==> config.mk <==
export PLATFORM = sky130hd
export DESIGN_NAME = button_fifo_top
export DESIGN_NICKNAME = d
export VERILOG_FILES = /design/src/source/button_fifo_pkg.sv /design/src/source/key_command.sv /design/src/source/fifo_core.sv /design/src/source/button_fifo_top.sv
export VERILOG_INCLUDE_DIRS = /design/src /design/src/include
export SDC_FILE = /design/constraint.sdc
export NUM_CORES = 1
export LEC_CHECK = 0
export BUFFER_PORTS_ARGS = -buffer_cell sky130_fd_sc_hd__buf_2
export CORE_MARGIN = 1.5
export CORE_UTILIZATION = 40
export DETAILED_ROUTE_END_ITERATION = 8
export PLACE_DENSITY = 0.63
export SLEW_MARGIN = 15
export SYNTH_ARGS = -nofsm -noshare
export SYNTH_HDL_FRONTEND = slang
export SYNTH_SLANG_ARGS = --single-unit
==> constraint.sdc <==
create_clock -name clock -period 2.2 [get_ports clock]
set_clock_uncertainty 0.2 [all_clocks]
set_input_delay 0.22 -clock clock [delete_from_list [all_inputs] [get_ports clock]]
set_output_delay 0.22 -clock clock [all_outputs]
set_load 0.05 [all_outputs]
==> src/include/button_fifo_params.svh <==
`ifndef BUTTON_FIFO_PARAMS_SVH
`define BUTTON_FIFO_PARAMS_SVH

// width of one stored word, as set on the switches.
`define BF_DATA_BITS 8

// fifo address width, 2**3 gives 8 entries.
`define BF_ADDR_BITS 3

// consecutive stable samples before a new button level is taken.
`define BF_DEBOUNCE_CYCLES 4

`endif

==> src/source/button_fifo_pkg.sv <==
`include "button_fifo_params.svh"

package button_fifo_pkg;

  // ##################################################
  // data
  // ##################################################

  // one word from the switches.
  typedef logic [`BF_DATA_BITS-1:0] data_t;

  // ##################################################
  // control and status
  // ##################################################

  // single-cycle command strobes from the button front end.
  // wr and rd are never high in the same cycle.
  typedef struct packed {
    logic wr;
    logic rd;
  } button_cmd_t;

  // registered fifo flags.
  typedef struct packed {
    logic empty;
    logic full;
  } fifo_status_t;

endpackage

==> src/source/key_command.sv <==
`timescale 1ns/1ps

`include "button_fifo_params.svh"

module key_command
(
  input  logic                      clock,
  input  logic                      reset,
  input  logic                      wr_button,
  input  logic                      rd_button,
  output button_fifo_pkg::button_cmd_t cmd,
  output logic                      ready
);

  // bit positions of the two buttons in the vectors below.
  localparam int wr_idx = 0;
  localparam int rd_idx = 1;

  localparam int cnt_bits = $clog2(`BF_DEBOUNCE_CYCLES + 1);

  // the sample that completes a run of stable values.
  localparam logic [cnt_bits-1:0] cnt_last = cnt_bits'(`BF_DEBOUNCE_CYCLES - 1);

  logic [1:0]          btn_in;
  logic [1:0]          sync_a;
  logic [1:0]          sync_b;
  logic [1:0]          level;
  logic [1:0]          level_d;
  logic [1:0]          rise;
  logic [cnt_bits-1:0] count [2];

  assign btn_in[wr_idx] = wr_button;
  assign btn_in[rd_idx] = rd_button;

  // ##################################################
  // synchronizers
  // ##################################################

  // two flops per button, the buttons are asynchronous to clock.
  always_ff @(posedge clock or posedge reset)
  begin
    if (reset)
    begin
      sync_a <= '0;
      sync_b <= '0;
    end
    else
    begin
      sync_a <= btn_in;
      sync_b <= sync_a;
    end
  end

  // ##################################################
  // debounce
  // ##################################################

  // a new level is accepted only after cnt_last + 1 samples that
  // all differ from the current one; any agreeing sample restarts.
  for (genvar i = 0; i < 2; i++)
  begin : g_debounce
    always_ff @(posedge clock or posedge reset)
    begin
      if (reset)
      begin
        count[i] <= '0;
        level[i] <= 1'b0;
      end
      else if (sync_b[i] == level[i])
      begin
        count[i] <= '0;
      end
      else if (count[i] == cnt_last)
      begin
        level[i] <= sync_b[i];
        count[i] <= '0;
      end
      else
      begin
        count[i] <= count[i] + cnt_bits'(1);
      end
    end
  end

  // previous accepted level, for edge detection.
  always_ff @(posedge clock or posedge reset)
  begin
    if (reset)
    begin
      level_d <= '0;
    end
    else
    begin
      level_d <= level;
    end
  end

  // ##################################################
  // command strobes
  // ##################################################

  assign rise = level & ~level_d;

  // a press only counts while the other button is released.
  // both rising together blocks both, and neither can fire again
  // until its own level has gone low and risen once more.
  always_comb
  begin
    cmd.wr = rise[wr_idx] & ~level[rd_idx];
    cmd.rd = rise[rd_idx] & ~level[wr_idx];
  end

  // board is out of reset from the first edge after release.
  always_ff @(posedge clock or posedge reset)
  begin
    if (reset)
    begin
      ready <= 1'b0;
    end
    else
    begin
      ready <= 1'b1;
    end
  end

endmodule

==> src/source/fifo_core.sv <==
`timescale 1ns/1ps

`include "button_fifo_params.svh"

module fifo_core
#(
  parameter type payload_t = button_fifo_pkg::data_t
)
(
  input  logic                          clock,
  input  logic                          reset,
  input  button_fifo_pkg::button_cmd_t  cmd,
  input  payload_t                      din,
  output payload_t                      dout,
  output logic                          dout_valid,
  output button_fifo_pkg::fifo_status_t status
);

  localparam int addr_bits = `BF_ADDR_BITS;
  localparam int depth     = 2 ** addr_bits;

  payload_t mem [depth];

  logic [addr_bits-1:0] wr_ptr;
  logic [addr_bits-1:0] wr_next;
  logic [addr_bits-1:0] wr_succ;
  logic [addr_bits-1:0] rd_ptr;
  logic [addr_bits-1:0] rd_next;
  logic [addr_bits-1:0] rd_succ;

  button_fifo_pkg::fifo_status_t flags;
  button_fifo_pkg::fifo_status_t flags_next;

  logic wr_en;
  logic rd_en;

  // commands against a full or empty fifo are simply dropped.
  assign wr_en = cmd.wr & ~flags.full;
  assign rd_en = cmd.rd & ~flags.empty;

  // ##################################################
  // next state
  // ##################################################

  always_comb
  begin
    wr_succ    = wr_ptr + addr_bits'(1);
    rd_succ    = rd_ptr + addr_bits'(1);
    wr_next    = wr_ptr;
    rd_next    = rd_ptr;
    flags_next = flags;

    case ({wr_en, rd_en})
      2'b10:
      begin
        wr_next          = wr_succ;
        flags_next.empty = 1'b0;
        // full once every slot holds a word.
        if (wr_succ == rd_ptr)
        begin
          flags_next.full = 1'b1;
        end
      end
      2'b01:
      begin
        rd_next         = rd_succ;
        flags_next.full = 1'b0;
        if (rd_succ == wr_ptr)
        begin
          flags_next.empty = 1'b1;
        end
      end
      2'b11:
      begin
        // occupancy does not change, so neither flag can.
        wr_next = wr_succ;
        rd_next = rd_succ;
      end
      default:
      begin
        // nothing moves without a command.
      end
    endcase
  end

  // ##################################################
  // registers
  // ##################################################

  always_ff @(posedge clock or posedge reset)
  begin
    if (reset)
    begin
      wr_ptr     <= '0;
      rd_ptr     <= '0;
      flags      <= '{empty: 1'b1, full: 1'b0};
      dout_valid <= 1'b0;
    end
    else
    begin
      wr_ptr     <= wr_next;
      rd_ptr     <= rd_next;
      flags      <= flags_next;
      dout_valid <= rd_en;
    end
  end

  // storage.
  always_ff @(posedge clock)
  begin
    if (wr_en)
    begin
      mem[wr_ptr] <= din;
    end
  end

  // the oldest word stays here until the next successful read.
  always_ff @(posedge clock)
  begin
    if (rd_en)
    begin
      dout <= mem[rd_ptr];
    end
  end

  assign status = flags;

endmodule

==> src/source/button_fifo_top.sv <==
`timescale 1ns/1ps

module button_fifo_top
(
  input  logic                          clock,
  input  logic                          reset,
  input  logic                          wr_button,
  input  logic                          rd_button,
  input  button_fifo_pkg::data_t        din,
  output button_fifo_pkg::data_t        dout,
  output logic                          dout_valid,
  output button_fifo_pkg::fifo_status_t status,
  output logic                          ready
);

  // exclusive single-cycle strobes from the buttons.
  button_fifo_pkg::button_cmd_t cmd;

  // ##################################################
  // button front end
  // ##################################################

  key_command u_key_command
  (
    .clock     (clock),
    .reset     (reset),
    .wr_button (wr_button),
    .rd_button (rd_button),
    .cmd       (cmd),
    .ready     (ready)
  );

  // ##################################################
  // fifo
  // ##################################################

  fifo_core
  #(
    .payload_t (button_fifo_pkg::data_t)
  )
  u_fifo_core
  (
    .clock      (clock),
    .reset      (reset),
    .cmd        (cmd),
    .din        (din),
    .dout       (dout),
    .dout_valid (dout_valid),
    .status     (status)
  );

endmodule

==> impl_metrics.toml <==
[floorplanning]
die-area_mm2 = 0.009909
initial_utilization_pct = 40.74
die_h_um = 99.55
coreArea_mm2 = 0.009153
die_w_um = 99.55
boundaryPins = 24
rows = 35

[synthesis]
synth.top_cells.by_count = "72 x edfxtp_1, 23 x dfrtp_1, 9 x xnor2_1"
synth_seq_cells = 96
syn_area_mm2 = 0.003729
synth_nets = 195
synth.yosys.seq_area_share_pct = 74.13
syn_area_per_cell_um2 = 20.83
ys.flop_type = "edfxtp_1"
synth_edf_count = 72
syn_inst = 179
yosys.area.top_type = "edfxtp_1"
async_flop_share_pct = 25.00
yosysMostFrequentCell = "edfxtp_1"
synthTopCellsByArea = "edfxtp_1 58%, dfrtp_1 15%, mux4_1 5.6%"
yosysWarnings = 0
synth_cell_types = 25
synth_top_area_share_pct = 57.99

[critical_path]
cp.required_ns = 2.11
crit_slowest_cell = "mux4_1"
slowest_delay_ns = 0.60
path_buf_inv = 1
path_class = "flop to flop"
cp_max_fo = 19
worstSetupEndpointType = "flop"
path_delay_family = "multiplexers"
path_cells = "buf_12, mux4_1, mux2_4"
cp.arrival_ns = 1.83
worst_setup_path_start_kind = "flop"

[cts]
clkTransAtPathRegs_ns = 0.09
cts_tree = "done"
postCtsSetupRepairBufs = 0
h-tree-depth = 3
clk_latency_ns = 0.35
cts_made_buffers = 9
clkSinkCount = 96
clockRootBuffer = "clkbuf_8"
cts_buffer_depth = 2

[global_route]
grt_pass1_wl_um = 9846
grt_pass1_vias = 1807
overflow = 0
antenna_found_initial = 0
grt_max_degree = 20
grt.total_usage_pct = 13.66

[hold_path]
hp-class = "flop to flop"

[routing]
drt-initial-drc-count = 65
wl_um = 6041
drc = 0
via_count = 1752
first_pass_iters = 4
wire_per_inst_um = 16.87
final_antenna_net_count = 0
post_drt_via_cell_ratio = 4.894

[placement]
dpl-instance-area_mm2 = 0.004135
dp_hpwl_um = 4150
port-buffer-count = 23
place_ws_ns = 0.2888
place_congestion = 0.7370
placed_cells = 331

[timing]
finalSetupTns_ns = 0
max_freq_ghz = 0.5218
fin_crit_ns = 1.916
setup_viol = 0
hold_viol = 0
maxSlewViolCount = 0
rsz0062_at_grt = "no"
fin_crit_sh_pct = 87.11
setup_ws_ns = 0.2836

[finish]
diodes = 0
nets = 258
utilization_pct = 48.30
final_cells = 358
finish.instance_area_mm2 = 0.004420
area_growth_pct = 18.56
drive_gt1_share_pct = 34.82

[power]
power_density_mw_per_mm2 = 1208
p_leak_nw = 1.650
ir_worst_vdd_uv = 345.8

[flow_run]
max-cap-violations = 0

[run_status]
outcome = "completed"
-- logic make-up (layout without fill, tap and decap cells) --
| group | after synthesis | count (layout) | share of synthesized area (%) |
|---|---|---|---|
| flip-flops | 96 | 96 | 74.13 |
| other | 1 | 1 | 0.1006 |
| buffers and inverters | 9 | 77 | 1.644 |
| XOR/XNOR | 12 | 12 | 2.819 |
| adder cells (fa/ha/maj) | 4 | 4 | 1.342 |
| multiplexers | 28 | 28 | 14.90 |
| AND/OR/NAND/NOR | 27 | 27 | 4.732 |
| AO/OA/AOI/OAI | 2 | 2 | 0.3355 |
-- cell usage in the layout, fill, tap and decap left out --
| cell type | synthesis | layout |
|---|---|---|
| mux4_2 | 8 | 8 |
| nor4b_4 | 2 | 2 |
| clkinvlp_4 | 0 | 1 |
| edfxtp_1 | 72 | 72 |
| clkbuf_8 | 0 | 10 |
| conb_1 | 1 | 1 |
| xnor2_1 | 9 | 9 |
| inv_1 | 3 | 3 |
| nor2b_1 | 2 | 2 |
| nor3b_1 | 4 | 4 |
| o22ai_1 | 2 | 2 |
| mux2_2 | 4 | 4 |
| buf_4 | 0 | 23 |
| dfrtp_1 | 23 | 23 |
| inv_6 | 0 | 1 |
| dfstp_2 | 1 | 1 |
| nand3_1 | 2 | 2 |
| xor2_1 | 3 | 3 |
| nor3_1 | 4 | 2 |
| nor3_2 | 0 | 2 |
| dlygate4sd3_1 | 0 | 11 |
| ha_1 | 4 | 4 |
| clkinv_2 | 0 | 1 |
| nor2_1 | 6 | 6 |
| buf_2 | 3 | 23 |
| clkinv_4 | 0 | 1 |
| mux2_4 | 8 | 8 |
| clkbuf_1 | 1 | 2 |
| buf_12 | 1 | 1 |
| mux4_1 | 8 | 8 |
| nand2b_1 | 3 | 3 |
| nand2_1 | 4 | 4 |
-- worst reg2reg max path, cell delays in order (launching register included) --
cell and delay, ns:
dfrtp_1 0.38, buf_12 0.20, mux4_1 0.61, mux2_4 0.29
-- layout make-up --
type                       instances  area [µm²]
clock buffer                      12       145.1
clock inverter                     4       30.03
fill                             769        4732
inverter                           3       11.26
multi-input combinational         74       913.4
sequential                        96        2764
tap                              111       138.9
timing repair buffer              58       417.9
-- what timing repair did --
item / CTS / global route
endpoints found under the hold margin: 78 / 0
gates resized for setup: 0 / 0
hold buffers: 11 / 0
-- per-layer routing --
| layer | vias up | part of all wire (%) | global-route usage (%) | wire, µm |
|---|---|---|---|---|
| met5 | - | 0 | 0 | 0 |
| met4 | 0 | 1.4 | 5.200 | 84 |
| met3 | 7 | 3.5 | 4.498 | 211 |
| met2 | 34 | 49 | 22.13 | 2964 |
| met1 | 886 | 46 | 17.21 | 2781 |
| li1 | 825 | - | - | - |
-- path summary, 6_finish.rpt --
| path | from | endpoint | cells after the start | slack, ns |
|---|---|---|---|---|
| hold reg to reg | u_key_command.sync_a[0] | u_key_command.sync_b[0] | 0 | 0.15 |
| min in group asynchronous | reset | u_key_command.count[5] | 3 | 0.22 |
| hold / removal | u_key_command.sync_a[0] | u_key_command.sync_b[0] | 0 | 0.15 |
| setup / recovery | u_fifo_core.rd_ptr[0] | u_fifo_core.dout[5] | 3 | 0.28 |
| setup reg to reg | u_fifo_core.rd_ptr[0] | u_fifo_core.dout[5] | 3 | 0.28 |
| max in group asynchronous | reset | u_fifo_core.status[1] | 4 | 0.96 |
-- state kept, by name, indices dropped and copies added, names as in the netlist, 3 cells and up --
register / count
u_fifo_core.mem: 64
u_fifo_core.wr_ptr: 3
u_key_command.count: 6
u_fifo_core.rd_ptr: 3
u_fifo_core.dout: 8
-- per-stage QoR --
| step | power, mW | hold WS, ns |
|---|---|---|
| 3_3_place_gp | 4.356 | 0.06213 |
| 3_5_place_dp | 4.378 | 0.06944 |
| 2_1_floorplan | 3.942 | 0.03388 |
| 4_1_cts | 5.423 | 0.1568 |
| 6_report | 5.342 | 0.1532 |
| 5_1_grt | 5.650 | 0.1770 |
-- where the power goes --
group / switching, mW / internal (mW)
sequential: 0.223 / 2.29
clock: 0.578 / 0.447
combinational: 0.880 / 0.926
No activity file was read; power rests on OpenSTA's default activity.
